$ cat src/design/dbg_cfg_pkg.sv
`default_nettype none

package dbg_cfg_pkg;

  localparam int AXIL_ADDR_W = 8;
  localparam int AXIL_DATA_W = 32;

  localparam logic [AXIL_DATA_W-1:0] DBG_ID          = 32'd14552304;
  localparam logic [AXIL_DATA_W-1:0] NUM_SPARSE_DATA = 32'd12;

  localparam int SPPE_LANES = 16;
  localparam int SPPE_LANE  = 2; // lane sampled by both lane captures.

  // control register reset values.
  localparam logic [15:0] CAPT0_ADDR_RST  = 16'd10;
  localparam logic [15:0] CAPT1_ADDR_RST  = 16'd20;
  localparam logic [15:0] FEAT_THRESH_RST = 16'd43328;

  localparam logic [AXIL_ADDR_W-1:0] REG_ID          = 8'h00;
  localparam logic [AXIL_ADDR_W-1:0] REG_CONFIG      = 8'h04;
  localparam logic [AXIL_ADDR_W-1:0] REG_STATUS      = 8'h08;
  localparam logic [AXIL_ADDR_W-1:0] REG_SM_COUNT    = 8'h0C;
  localparam logic [AXIL_ADDR_W-1:0] REG_CAPT0_ADDR  = 8'h10;
  localparam logic [AXIL_ADDR_W-1:0] REG_CAPT1_ADDR  = 8'h14;
  localparam logic [AXIL_ADDR_W-1:0] REG_CAPT0_DATA  = 8'h18;
  localparam logic [AXIL_ADDR_W-1:0] REG_CAPT1_DATA  = 8'h1C;
  localparam logic [AXIL_ADDR_W-1:0] REG_FEAT_DATA   = 8'h20;
  localparam logic [AXIL_ADDR_W-1:0] REG_FEAT_THRESH = 8'h24;
  localparam logic [AXIL_ADDR_W-1:0] REG_CLEAR       = 8'h28; // write only.

  localparam int CLR_STICKY_BIT = 0;
  localparam int CLR_COUNT_BIT  = 1;

  localparam logic [1:0] RESP_OKAY   = 2'b00;
  localparam logic [1:0] RESP_SLVERR = 2'b10;

endpackage

`default_nettype wire

$ cat src/design/dbg_types_pkg.sv
`default_nettype none

package dbg_types_pkg;
  import dbg_cfg_pkg::*;

  // buffer address compared by the captures.
  typedef logic [15:0] probe_key_t;

  typedef logic [11:0] sppe_lane_t;
  typedef sppe_lane_t [SPPE_LANES-1:0] sppe_bus_t;

  typedef logic [AXIL_DATA_W-1:0] feat_word_t;

  // first field is the msb.
  typedef struct packed {
    logic       feat_hit;   // bit 10.
    logic       capt0_hit;  // bit 9.
    logic       feat_seen;  // bit 8.
    logic [7:0] stage;      // spmm_vld down to aggr_rdy.
  } dbg_status_t;

endpackage

`default_nettype wire

$ cat src/design/stage_status_if.sv
`default_nettype none

interface stage_status_if;

  logic spmm_vld;
  logic spmm_rdy;
  logic dmvm_vld;
  logic dmvm_rdy;
  logic sm_vld;
  logic sm_rdy;
  logic aggr_vld;
  logic aggr_rdy;

  modport source (
    output spmm_vld, spmm_rdy, dmvm_vld, dmvm_rdy,
    output sm_vld, sm_rdy, aggr_vld, aggr_rdy
  );

  // observer side, never drives the stages.
  modport monitor (
    input spmm_vld, spmm_rdy, dmvm_vld, dmvm_rdy,
    input sm_vld, sm_rdy, aggr_vld, aggr_rdy
  );

endinterface

`default_nettype wire

$ cat src/design/stage_monitor.sv
`default_nettype none

module stage_monitor (
  input  wire                 clk,
  input  wire                 rst_n,
  stage_status_if.monitor     st,
  input  wire                 feat_ena_i,
  input  wire                 clr_sticky_i,
  input  wire                 clr_count_i,
  output logic [7:0]          flags_o,
  output logic                feat_seen_o,
  output logic [31:0]         sm_count_o
);

  logic [7:0] stage_now;

  // same order as the status register, aggr_rdy at bit 0.
  assign stage_now = {
    st.spmm_vld, st.spmm_rdy,
    st.dmvm_vld, st.dmvm_rdy,
    st.sm_vld,   st.sm_rdy,
    st.aggr_vld, st.aggr_rdy
  };

  always_ff @(posedge clk or negedge rst_n) begin
    if (!rst_n) begin
      flags_o     <= '0;
      feat_seen_o <= 1'b0;
    end else if (clr_sticky_i) begin
      // an event in the clear cycle is dropped.
      flags_o     <= '0;
      feat_seen_o <= 1'b0;
    end else begin
      flags_o     <= flags_o | stage_now;
      feat_seen_o <= feat_seen_o | feat_ena_i;
    end
  end

  always_ff @(posedge clk or negedge rst_n) begin
    if (!rst_n) begin
      sm_count_o <= '0;
    end else if (clr_count_i) begin
      sm_count_o <= '0;
    end else if (st.sm_vld) begin
      sm_count_o <= sm_count_o + 32'd1; // wraps.
    end
  end

endmodule

`default_nettype wire

$ cat src/design/probe_capture.sv
`default_nettype none

module probe_capture
  import dbg_types_pkg::*;
#(
  parameter type payload_t = logic [31:0],
  parameter bit  MATCH_EQ  = 1'b1
) (
  input  wire              clk,
  input  wire              rst_n,
  input  wire              strobe_i,
  input  wire probe_key_t  key_i,
  input  wire probe_key_t  bound_i,
  input  wire payload_t    payload_i,
  input  wire              clr_i,
  output payload_t         data_o,
  output logic             hit_o
);

  logic key_ok;

  // equal match for lanes, threshold for the feature region.
  assign key_ok = MATCH_EQ ? (key_i == bound_i) : (key_i >= bound_i);

  always_ff @(posedge clk or negedge rst_n) begin
    if (!rst_n) begin
      data_o <= '0;
      hit_o  <= 1'b0;
    end else if (clr_i) begin
      data_o <= '0;
      hit_o  <= 1'b0;
    end else if (strobe_i && key_ok) begin
      data_o <= payload_i; // last match wins.
      hit_o  <= 1'b1;
    end
  end

endmodule

`default_nettype wire

$ cat src/design/dbg_axil_regs.sv
`default_nettype none

module dbg_axil_regs
  import dbg_cfg_pkg::*;
  import dbg_types_pkg::*;
(
  input  wire                    clk,
  input  wire                    rst_n,
  input  wire [AXIL_ADDR_W-1:0]  s_awaddr_i,
  input  wire                    s_awvalid_i,
  output logic                   s_awready_o,
  input  wire [AXIL_DATA_W-1:0]  s_wdata_i,
  input  wire [3:0]              s_wstrb_i,
  input  wire                    s_wvalid_i,
  output logic                   s_wready_o,
  output logic [1:0]             s_bresp_o,
  output logic                   s_bvalid_o,
  input  wire                    s_bready_i,
  input  wire [AXIL_ADDR_W-1:0]  s_araddr_i,
  input  wire                    s_arvalid_i,
  output logic                   s_arready_o,
  output logic [AXIL_DATA_W-1:0] s_rdata_o,
  output logic [1:0]             s_rresp_o,
  output logic                   s_rvalid_o,
  input  wire                    s_rready_i,
  input  wire dbg_status_t       status_i,
  input  wire [AXIL_DATA_W-1:0]  sm_count_i,
  input  wire sppe_lane_t        capt0_data_i,
  input  wire sppe_lane_t        capt1_data_i,
  input  wire feat_word_t        feat_data_i,
  output probe_key_t             capt0_addr_o,
  output probe_key_t             capt1_addr_o,
  output probe_key_t             feat_thresh_o,
  output logic                   clr_sticky_o,
  output logic                   clr_count_o
);

  logic                   wr_rdy_q;
  logic                   wr_hs;
  logic                   wr_ok;
  logic                   rd_hs;
  logic                   rd_err;
  logic [AXIL_DATA_W-1:0] rd_word;

  function automatic probe_key_t merge_bytes(probe_key_t cur, logic [AXIL_DATA_W-1:0] din,
                                             logic [3:0] strb);
    probe_key_t res;
    res = cur;
    for (int b = 0; b < $bits(probe_key_t) / 8; b++) begin
      if (strb[b]) res[8*b +: 8] = din[8*b +: 8];
    end
    return res;
  endfunction

  assign s_awready_o = wr_rdy_q;
  assign s_wready_o  = wr_rdy_q;
  assign wr_hs       = wr_rdy_q && s_awvalid_i && s_wvalid_i;
  assign wr_ok       = s_awaddr_i inside {REG_CAPT0_ADDR, REG_CAPT1_ADDR, REG_FEAT_THRESH,
                                          REG_CLEAR};

  always_ff @(posedge clk or negedge rst_n) begin
    if (!rst_n) begin
      wr_rdy_q      <= 1'b0;
      s_bvalid_o    <= 1'b0;
      clr_sticky_o  <= 1'b0;
      clr_count_o   <= 1'b0;
      capt0_addr_o  <= CAPT0_ADDR_RST;
      capt1_addr_o  <= CAPT1_ADDR_RST;
      feat_thresh_o <= FEAT_THRESH_RST;
    end else begin
      // one-cycle ready, held off while a response waits.
      wr_rdy_q     <= s_awvalid_i && s_wvalid_i && !wr_rdy_q && !s_bvalid_o;
      clr_sticky_o <= 1'b0;
      clr_count_o  <= 1'b0;
      if (wr_hs) begin
        s_bvalid_o <= 1'b1;
      end else if (s_bready_i) begin
        s_bvalid_o <= 1'b0;
      end
      if (wr_hs && wr_ok) begin
        case (s_awaddr_i)
          REG_CAPT0_ADDR:  capt0_addr_o  <= merge_bytes(capt0_addr_o, s_wdata_i, s_wstrb_i);
          REG_CAPT1_ADDR:  capt1_addr_o  <= merge_bytes(capt1_addr_o, s_wdata_i, s_wstrb_i);
          REG_FEAT_THRESH: feat_thresh_o <= merge_bytes(feat_thresh_o, s_wdata_i, s_wstrb_i);
          default: begin
            if (s_wstrb_i[0]) begin
              clr_sticky_o <= s_wdata_i[CLR_STICKY_BIT];
              clr_count_o  <= s_wdata_i[CLR_COUNT_BIT];
            end
          end
        endcase
      end
    end
  end

  always_comb begin
    rd_word = '0;
    rd_err  = 1'b0;
    case (s_araddr_i)
      REG_ID:          rd_word = DBG_ID;
      REG_CONFIG:      rd_word = NUM_SPARSE_DATA;
      REG_STATUS:      rd_word = AXIL_DATA_W'(status_i);
      REG_SM_COUNT:    rd_word = sm_count_i;
      REG_CAPT0_ADDR:  rd_word = AXIL_DATA_W'(capt0_addr_o);
      REG_CAPT1_ADDR:  rd_word = AXIL_DATA_W'(capt1_addr_o);
      REG_CAPT0_DATA:  rd_word = AXIL_DATA_W'(capt0_data_i);
      REG_CAPT1_DATA:  rd_word = AXIL_DATA_W'(capt1_data_i);
      REG_FEAT_DATA:   rd_word = feat_data_i;
      REG_FEAT_THRESH: rd_word = AXIL_DATA_W'(feat_thresh_o);
      default:         rd_err  = 1'b1; // includes REG_CLEAR.
    endcase
  end

  assign rd_hs = s_arready_o && s_arvalid_i;

  always_ff @(posedge clk or negedge rst_n) begin
    if (!rst_n) begin
      s_arready_o <= 1'b0;
      s_rvalid_o  <= 1'b0;
    end else begin
      s_arready_o <= s_arvalid_i && !s_arready_o && !s_rvalid_o;
      if (rd_hs) begin
        s_rvalid_o <= 1'b1;
      end else if (s_rready_i) begin
        s_rvalid_o <= 1'b0;
      end
    end
  end

  // response payload, only meaningful under its valid.
  always_ff @(posedge clk) begin
    if (wr_hs) s_bresp_o <= wr_ok ? RESP_OKAY : RESP_SLVERR;
    if (rd_hs) begin
      s_rdata_o <= rd_word;
      s_rresp_o <= rd_err ? RESP_SLVERR : RESP_OKAY;
    end
  end

endmodule

`default_nettype wire

$ cat src/design/accel_debugger.sv
`default_nettype none

module accel_debugger
  import dbg_cfg_pkg::*;
  import dbg_types_pkg::*;
(
  input  wire                    clk,
  input  wire                    rst_n,
  input  wire                    spmm_vld_i,
  input  wire                    spmm_rdy_i,
  input  wire                    dmvm_vld_i,
  input  wire                    dmvm_rdy_i,
  input  wire                    sm_vld_i,
  input  wire                    sm_rdy_i,
  input  wire                    aggr_vld_i,
  input  wire                    aggr_rdy_i,
  input  wire sppe_bus_t         sppe_i,
  input  wire [13:0]             wh_addr_i,
  input  wire feat_word_t        feat_din_i,
  input  wire                    feat_ena_i,
  input  wire probe_key_t        feat_addr_i,
  input  wire [AXIL_ADDR_W-1:0]  s_awaddr_i,
  input  wire                    s_awvalid_i,
  output logic                   s_awready_o,
  input  wire [AXIL_DATA_W-1:0]  s_wdata_i,
  input  wire [3:0]              s_wstrb_i,
  input  wire                    s_wvalid_i,
  output logic                   s_wready_o,
  output logic [1:0]             s_bresp_o,
  output logic                   s_bvalid_o,
  input  wire                    s_bready_i,
  input  wire [AXIL_ADDR_W-1:0]  s_araddr_i,
  input  wire                    s_arvalid_i,
  output logic                   s_arready_o,
  output logic [AXIL_DATA_W-1:0] s_rdata_o,
  output logic [1:0]             s_rresp_o,
  output logic                   s_rvalid_o,
  input  wire                    s_rready_i
);

  dbg_status_t            status;
  logic [AXIL_DATA_W-1:0] sm_count;
  sppe_lane_t             capt0_data;
  sppe_lane_t             capt1_data;
  feat_word_t             feat_data;
  probe_key_t             capt0_addr;
  probe_key_t             capt1_addr;
  probe_key_t             feat_thresh;
  probe_key_t             wh_key;
  logic                   clr_sticky;
  logic                   clr_count;

  stage_status_if st_if ();

  // source side of the stage bundle.
  assign st_if.spmm_vld = spmm_vld_i;
  assign st_if.spmm_rdy = spmm_rdy_i;
  assign st_if.dmvm_vld = dmvm_vld_i;
  assign st_if.dmvm_rdy = dmvm_rdy_i;
  assign st_if.sm_vld   = sm_vld_i;
  assign st_if.sm_rdy   = sm_rdy_i;
  assign st_if.aggr_vld = aggr_vld_i;
  assign st_if.aggr_rdy = aggr_rdy_i;

  assign wh_key = probe_key_t'(wh_addr_i); // zero-extended.

  stage_monitor u_stage_monitor (
    .clk          (clk),
    .rst_n        (rst_n),
    .st           (st_if.monitor),
    .feat_ena_i   (feat_ena_i),
    .clr_sticky_i (clr_sticky),
    .clr_count_i  (clr_count),
    .flags_o      (status.stage),
    .feat_seen_o  (status.feat_seen),
    .sm_count_o   (sm_count)
  );

  probe_capture #(.payload_t(sppe_lane_t), .MATCH_EQ(1'b1)) u_capt0 (
    .clk       (clk),
    .rst_n     (rst_n),
    .strobe_i  (spmm_rdy_i),
    .key_i     (wh_key),
    .bound_i   (capt0_addr),
    .payload_i (sppe_i[SPPE_LANE]),
    .clr_i     (clr_sticky),
    .data_o    (capt0_data),
    .hit_o     (status.capt0_hit)
  );

  // hit of this one is visible only through its data.
  probe_capture #(.payload_t(sppe_lane_t), .MATCH_EQ(1'b1)) u_capt1 (
    .clk       (clk),
    .rst_n     (rst_n),
    .strobe_i  (spmm_rdy_i),
    .key_i     (wh_key),
    .bound_i   (capt1_addr),
    .payload_i (sppe_i[SPPE_LANE]),
    .clr_i     (clr_sticky),
    .data_o    (capt1_data),
    .hit_o     ()
  );

  probe_capture #(.payload_t(feat_word_t), .MATCH_EQ(1'b0)) u_feat_capt (
    .clk       (clk),
    .rst_n     (rst_n),
    .strobe_i  (feat_ena_i),
    .key_i     (feat_addr_i),
    .bound_i   (feat_thresh),
    .payload_i (feat_din_i),
    .clr_i     (clr_sticky),
    .data_o    (feat_data),
    .hit_o     (status.feat_hit)
  );

  dbg_axil_regs u_dbg_axil_regs (
    .clk           (clk),
    .rst_n         (rst_n),
    .s_awaddr_i    (s_awaddr_i),
    .s_awvalid_i   (s_awvalid_i),
    .s_awready_o   (s_awready_o),
    .s_wdata_i     (s_wdata_i),
    .s_wstrb_i     (s_wstrb_i),
    .s_wvalid_i    (s_wvalid_i),
    .s_wready_o    (s_wready_o),
    .s_bresp_o     (s_bresp_o),
    .s_bvalid_o    (s_bvalid_o),
    .s_bready_i    (s_bready_i),
    .s_araddr_i    (s_araddr_i),
    .s_arvalid_i   (s_arvalid_i),
    .s_arready_o   (s_arready_o),
    .s_rdata_o     (s_rdata_o),
    .s_rresp_o     (s_rresp_o),
    .s_rvalid_o    (s_rvalid_o),
    .s_rready_i    (s_rready_i),
    .status_i      (status),
    .sm_count_i    (sm_count),
    .capt0_data_i  (capt0_data),
    .capt1_data_i  (capt1_data),
    .feat_data_i   (feat_data),
    .capt0_addr_o  (capt0_addr),
    .capt1_addr_o  (capt1_addr),
    .feat_thresh_o (feat_thresh),
    .clr_sticky_o  (clr_sticky),
    .clr_count_o   (clr_count)
  );

endmodule

`default_nettype wire

$ cat config.mk
export PLATFORM = sky130hd
export DESIGN_NAME = accel_debugger
export DESIGN_NICKNAME = d
export VERILOG_FILES = /design/src/design/dbg_cfg_pkg.sv /design/src/design/dbg_types_pkg.sv /design/src/design/stage_status_if.sv /design/src/design/stage_monitor.sv /design/src/design/probe_capture.sv /design/src/design/dbg_axil_regs.sv /design/src/design/accel_debugger.sv
export SDC_FILE = /design/constraint.sdc
export NUM_CORES = 1
export LEC_CHECK = 0
export ABC_AREA = 1
export BUFFER_PORTS_ARGS = -buffer_cell sky130_fd_sc_hd__buf_2
export CAP_MARGIN = 20
export CORE_MARGIN = 8
export CORE_UTILIZATION = 55
export CTS_BUF_LIST = sky130_fd_sc_hd__clkbuf_8 sky130_fd_sc_hd__clkbuf_16
export CTS_CLUSTER_DIAMETER = 60
export DETAILED_ROUTE_END_ITERATION = 7
export GPL_TIMING_DRIVEN = 1
export PLACE_DENSITY = 0.92
export SYNTH_ARGS = -nofsm -noshare
export SYNTH_HDL_FRONTEND = slang
export SYNTH_SLANG_ARGS = --single-unit
$ cat constraint.sdc
create_clock -name clk -period 3.8 [get_ports clk]
set_clock_uncertainty 0.05 [all_clocks]
set_input_delay 0.38 -clock clk [delete_from_list [all_inputs] [get_ports clk]]
set_output_delay 0.38 -clock clk [all_outputs]
set_load 0.01 [all_outputs]
# Yosys cells after proc, flatten, opt, wreduce, memory -nomap -nowiden
# Cells that the tools add are included.
dict set report totals {
  regBits 189
  in_bits 322
  out_inout_bits 41
  word_cells 101
}
dict set report classes {
  n_addsub 1
  magnitude_cmp 1
  n_eq_ne 15
  n_mux 27
  bitwise 2
  n_reduce_logical 32
}
# op count
set op_table {}
lappend op_table {{one-hot mux 32 bit (10 select lines)} 1}
lappend op_table {{two-way mux 32 bit} 4}
lappend op_table {{== test 8 x 5 -> 1 bit (second input constant)} 6}
lappend op_table {{two-way mux 12 bit} 4}
lappend op_table {{adder 32 x 1 -> 32 bit (second input constant)} 1}
lappend op_table {{== test 14 x 16 -> 1 bit} 2}
lappend op_table {{== test 8 x 6 -> 1 bit (second input constant)} 4}
lappend op_table {{AND reduction 3 bit} 6}
lappend op_table {{== test 8 x 4 -> 1 bit (second input constant)} 2}
lappend op_table {{>= comparator 16 bit} 1}
lappend op_table {{two-way mux 1 bit} 15}
lappend op_table {{logical AND 1 bit} 12}
lappend op_table {{nonzero test 2 bit} 6}
lappend op_table {{OR reduction 10 bit} 1}
lappend op_table {{== test 8 x 3 -> 1 bit (second input constant)} 1}
lappend op_table {{logical NOT 8 bit} 1}
lappend op_table {{two-way mux 8 bit} 1}
lappend op_table {{OR 8 bit} 1}
lappend op_table {{logical NOT 1 bit} 4}
lappend op_table {{two-way mux 2 bit} 2}
lappend op_table {{nonzero test 4 bit} 1}
lappend op_table {{OR reduction 3 bit} 1}
lappend op_table {{OR 1 bit} 1}

# Depth between registers and ports, before layout
dict set report depth {
  ltp_word 4
  depth_mapped 15
  depth_no_buf 14
}

# By module
# From an unflattened synthesis, not the netlist that was laid out.
dict set report hier_totals {
  hier_cells 1389
  area_unflattened_um2 10950.5
}
# mod instances cells_each area_each_um2 seq_area_each_um2
set modules_own_cells {}
lappend modules_own_cells {dbg_axil_regs 1 559 4690.7 2383.5}
lappend modules_own_cells {stage_monitor 1 293 2209.6 1026.0}
lappend modules_own_cells {{probe_capture (u_capt0 ...)} 2 159 1094.8 325.3}
lappend modules_own_cells {{probe_capture (u_feat_capt)} 1 218 1856.8 825.8}
lappend modules_own_cells {accel_debugger 1 1 3.8 0.0}

# Worst setup path after synthesis
# Ideal clock, no wire load.
dict set report synth_path {
  kind {register -> register}
  startpoint {register u_dbg_axil_regs.feat_thresh_o[6]}
  endpoint {register u_feat_capt.data_o[17] in the netlist's numbering}
  setup_time_ns 0.118
  t_arrival_ns 1.695
  required_ns 3.632
  setup_slack_ns 1.937
  stages_incl_launch_ff 15
  n_path_buf 1
  period_less_slack_ns 1.863
  path_cell_list {dfstp_2 -> inv_1 -> ha_1 -> nand2_1 -> inv_1 -> nand2_1 -> nor2_1 -> nor2_1 -> nand2_1 -> nand2_1 -> nand2_1 -> nand2_1 -> buf_2 -> nand3_1 -> nand2_1}
}
dict set report synth_between {
  elab_chain_cells 3
}
# element line
set synth_lines {}
lappend synth_lines {{start, declared} dbg_axil_regs.sv:33} ;# output probe_key_t feat_thresh_o,
lappend synth_lines {{start signal, assigned} dbg_axil_regs.sv:84} ;# REG_FEAT_THRESH: feat_thresh_o <= merge_bytes(feat_thresh_o, s_wdata_i, s_wstrb_i);
lappend synth_lines {{>= comparator 16 bit} probe_capture.sv:23} ;# assign key_ok = MATCH_EQ ? (key_i == bound_i) : (key_i >= bound_i);
lappend synth_lines {{logical AND 1 bit} probe_capture.sv:32} ;# end else if (strobe_i && key_ok) begin
lappend synth_lines {{nonzero test 2 bit (no source line)} -}
lappend synth_lines {{end signal, assigned} probe_capture.sv:33} ;# data_o <= payload_i;
lappend synth_lines {{end, declared} probe_capture.sv:16} ;# output payload_t data_o,
# No other way between the ends.
# A chain may end at the register's enable or synchronous reset.

# Worst setup path after layout
dict set report layout_path {
  startpoint {register u_dbg_axil_regs.feat_thresh_o[6]}
  endpoint {register u_feat_capt.data_o[9] in the netlist's numbering}
}
# Same word-level chain as after synthesis.

==> run_results.csv <==
group,metric,value,unit
timing,slew_headroom,0.294,
place,dpl.hpwl,21700,um
job,max-cap-violations,0,
floorplan,initial_core_util,0.554,
setup_path,worst_setup_path_end_kind,"flip-flop",
power,p_seq_frac,0.501,
timing,rsz0062_at_grt,"false",
setup_path,rr_worst_depth,14,
cells_and_area,multiInputGateArea,4500,um2
timing,layout_setup_ws,1.17,ns
power,clkPwrFrac,0.392,
cells_and_area,regArea,4860,um2
timing,min_period,2.63,ns
route,drt_iter0_drc,1007,
cells_and_area,final_cell_area,11700,um2
power,leakagePower,5.63,nW
timing,fin_setup_tns,0,ns
route,wl_per_cell,18.4,um
place,gp_congestion,0.958,
cells_and_area,final_cell_mix,"263 x nand2_1, 161 x buf_2, 150 x nand3_1",
cells_and_area,drive_gt1_frac,0.217,
power,p_int,3.27,mW
route,drc_errors,0,
timing,fmax,0.380,GHz
cells_and_area,antenna_cells,0,
floorplan,num_rows,50,
power,p_switching,1.18,mW
timing,hold_ws,0.0738,ns
timing,finalCritPeriodShare,0.692,
setup_path,worstPathArrival,2.96,ns
setup_path,crit_required,4.13,ns
synth,ys_seq_area_frac,0.475,
setup_path,cp-startpoint,"u_dbg_axil_regs.feat_thresh_o[6]",
worst_hold_path,hp-class,"primary input to flip-flop",
floorplan,die_w,152,um
global_route,grt_max_degree,91,
synth,ys.flop_type,"dfrtp_1",
clock_network,cts_made_buffers,17,
setup_path,reg2reg_to,"u_feat_capt.data_o[9]",
setup_path,cp_slowest_cell,"dfstp_2",
timing,worst_pin_slew,1.06,ns
floorplan,pin_count,363,
setup_path,cp_top_family,"simple AND/OR/NAND/NOR gates",
clock_network,ctsRootBufferMaster,"clkbuf_16",
global_route,grt_pass1_vias,9235,
setup_path,r2r_start,"u_dbg_axil_regs.feat_thresh_o[6]",
synth,synth_warnings,0,
route,dr.pass1.iters,6,
setup_path,critical_path_class,"flip-flop to flip-flop",
floorplan,core_area,18500,um2
global_route,grt_pass1_wl,47800,um
synth,async_flop_share,0.818,
setup_path,cp_common_cell,"nand2_1",
setup_path,crit_end,"u_feat_capt.data_o[9]",
cells_and_area,final_common_cell,"nand2_1",
setup_path,start_kind,"flip-flop",
route,vias,9489,
route,viasPerCell,5.89,
timing,maxSlewViolCount,0,
route,drt-total-wl,29600,um
setup_path,critPathMaxStageDelay,0.53,ns
power,irDropWorstVdd,382,uV
cells_and_area,fin_cells,1610,
cells_and_area,nNetsFinal,1702,
clock_network,cts_max_level,4,
timing,finalHoldViolCount,0,
place,placed_area,11100,um2
cells_and_area,fillCellCount,1426,
clock_network,clk_latency,0.44,ns
global_route,overflow,0,
global_route,antenna_found_initial,1,
clock_network,clk_pin_slew,0.07,ns
power,swShare,0.266,
floorplan,die_h,152,um
clock_network,cts_tree,"yes",
setup_path,worstPathMaxFanout,33,
floorplan,die_area,23200,um2
route,drtAntennaViolNets,0,
synth,syn_area_per_cell,8.35,um2
place,io_buffers,162,
cells_and_area,areaGrowthSynthToFinish,14.3,%
power,combPwrFrac,0.107,
setup_path,cp.buffers_inverters,3,
outcome,status,"finished, final reports clean",
synth,ys_types,46,
global_route,track_usage,0.254,
power,powerDensity,381,nW/um2
timing,setup_viol,0,
setup_path,worst-path-stages,14,
place,dp_slack,1.22,ns
synth,synthCells,1225,
clock_network,cts.sinks,187,
synth,ys_seq_elements,187,
setup_path,crit_chain,"inv_1 > ha_1 > nand2_1 > inv_1 > nand2_1 > nor2_1 > nor2_1 > nand2_1 > nand2_1 > nand2_1 > nand2_1 > buf_4 > nand3_1 > nand2_1",
setup_path,rrSetupSlack,1.17,ns
synth,synth_edf_count,34,
place,dpl.cell_count,1577,
clock_network,cts_buffer_depth,2,
synth,syn_area,10200,um2
## synth_stat cells (7+ instances only)
master | n | area (um2)
nand2_1 | 263 | 987
nand3_1 | 150 | 751
dfrtp_1 | 144 | 3600
inv_1 | 120 | 450
nor2_1 | 88 | 330
nand4_1 | 57 | 357
o21ai_1 | 55 | 275
edfxtp_1 | 34 | 1020
a21oi_1 | 32 | 160
o21ai_0 | 28 | 140
buf_2 | 21 | 105
inv_2 | 21 | 78.8
nor3_1 | 21 | 105
clkbuf_1 | 18 | 67.6
xnor2_1 | 18 | 158
ha_1 | 17 | 213
o21ai_2 | 16 | 140
a31oi_1 | 10 | 62.6
xor2_1 | 10 | 87.6
dfstp_2 | 9 | 236
buf_6 | 8 | 90.1
nor2_2 | 8 | 50.1
nand2_2 | 7 | 43.8
nor3_2 | 7 | 70.1
## through the flow
stage                      util  power (mW)
after floorplan               -        2.51
final                     0.633        4.45
after global placement    0.602        2.71
after detailed placement  0.602        2.73
after global routing      0.633        4.59
after CTS                 0.633        4.44
## sequential cells by signal, summed over array words and instances (netlist names)
name                           flops
u_dbg_axil_regs.s_rdata_o         32
u_feat_capt.data_o                32
u_stage_monitor.sm_count_o        32
u_dbg_axil_regs.capt0_addr_o      16
u_dbg_axil_regs.capt1_addr_o      16
u_dbg_axil_regs.feat_thresh_o     16
u_capt0.data_o                    12
u_capt1.data_o                    12
u_stage_monitor.flags_o            8
u_capt0.hit_o                      1
u_dbg_axil_regs.clr_count_o        1
u_dbg_axil_regs.clr_sticky_o       1
u_dbg_axil_regs.s_arready_o        1
u_dbg_axil_regs.s_awready_o        1
u_dbg_axil_regs.s_bresp_o          1
u_dbg_axil_regs.s_bvalid_o         1
u_dbg_axil_regs.s_rresp_o          1
u_dbg_axil_regs.s_rvalid_o         1
u_feat_capt.hit_o                  1
u_stage_monitor.feat_seen_o        1
## repair_timing
item / in CTS / in global routing
buffers inserted: 0 / 0
gates resized for setup: 0 / 0
hold endpoints to repair: 2 / 0
hold buffers: 1 / 0
## cells by family (layout without fill, tap and decap cells)
kind of cell,count (synthesis),in the layout,synth area share
adder cells (fa/ha/maj),17,17,0.0208
other,1,2,0.000367
XOR/XNOR,28,28,0.0240
buffers and inverters,201,351,0.0844
flip-flops,187,187,0.475
AND/OR/NAND/NOR,625,625,0.297
AO/OA/AOI/OAI,166,166,0.0978
## power by group through the flow
stage | logic (mW) | clock network [mW] | registers [mW]
after floorplan | 0.264 | 0 | 2.25
after global placement | 0.452 | 0 | 2.26
after detailed placement | 0.472 | 0 | 2.26
after CTS | 0.476 | 1.75 | 2.22
after global routing | 0.534 | 1.82 | 2.24
final | 0.477 | 1.74 | 2.23
## worst min path at each step
| stage | slack (ns) | endpoint | cells after the start | start |
|---|---|---|---|---|
| 2_1_floorplan | 0.03 | u_capt0.data_o[0] | 0 | rst_n |
| 6_report | 0.07 | u_dbg_axil_regs.s_bvalid_o | 2 | s_bready_i |
| 3_3_place_gp | 0.38 | u_dbg_axil_regs.s_arready_o | 1 | u_dbg_axil_regs.s_arready_o |
| 3_5_place_dp | 0.39 | u_dbg_axil_regs.s_arready_o | 1 | u_dbg_axil_regs.s_arready_o |
| 4_1_cts | 0.07 | u_dbg_axil_regs.s_bvalid_o | 2 | s_bready_i |
| 5_1_grt | 0.08 | u_dbg_axil_regs.s_bvalid_o | 2 | s_bready_i |
## metal layers
| layer | routed length [um] | share of wire | global-route usage |
|---|---|---|---|
| met1 | 11400 | 0.38 | 0.311 |
| met2 | 14200 | 0.48 | 0.416 |
| met3 | 2670 | 0.090 | 0.0590 |
| met4 | 1330 | 0.045 | 0.129 |
| met5 | 13 | 0.00044 | 0 |
## layout make-up
type / instances / share of cell area
Timing Repair Buffer: 177 / 0.0798
Tap cell: 234 / 0.0251
Clock inverter: 15 / 0.0118
Sequential cell: 187 / 0.416
Multi-Input combinational cell: 838 / 0.385
Inverter: 142 / 0.0456
Clock buffer: 17 / 0.0364
(Power assumes the default switching activity.)
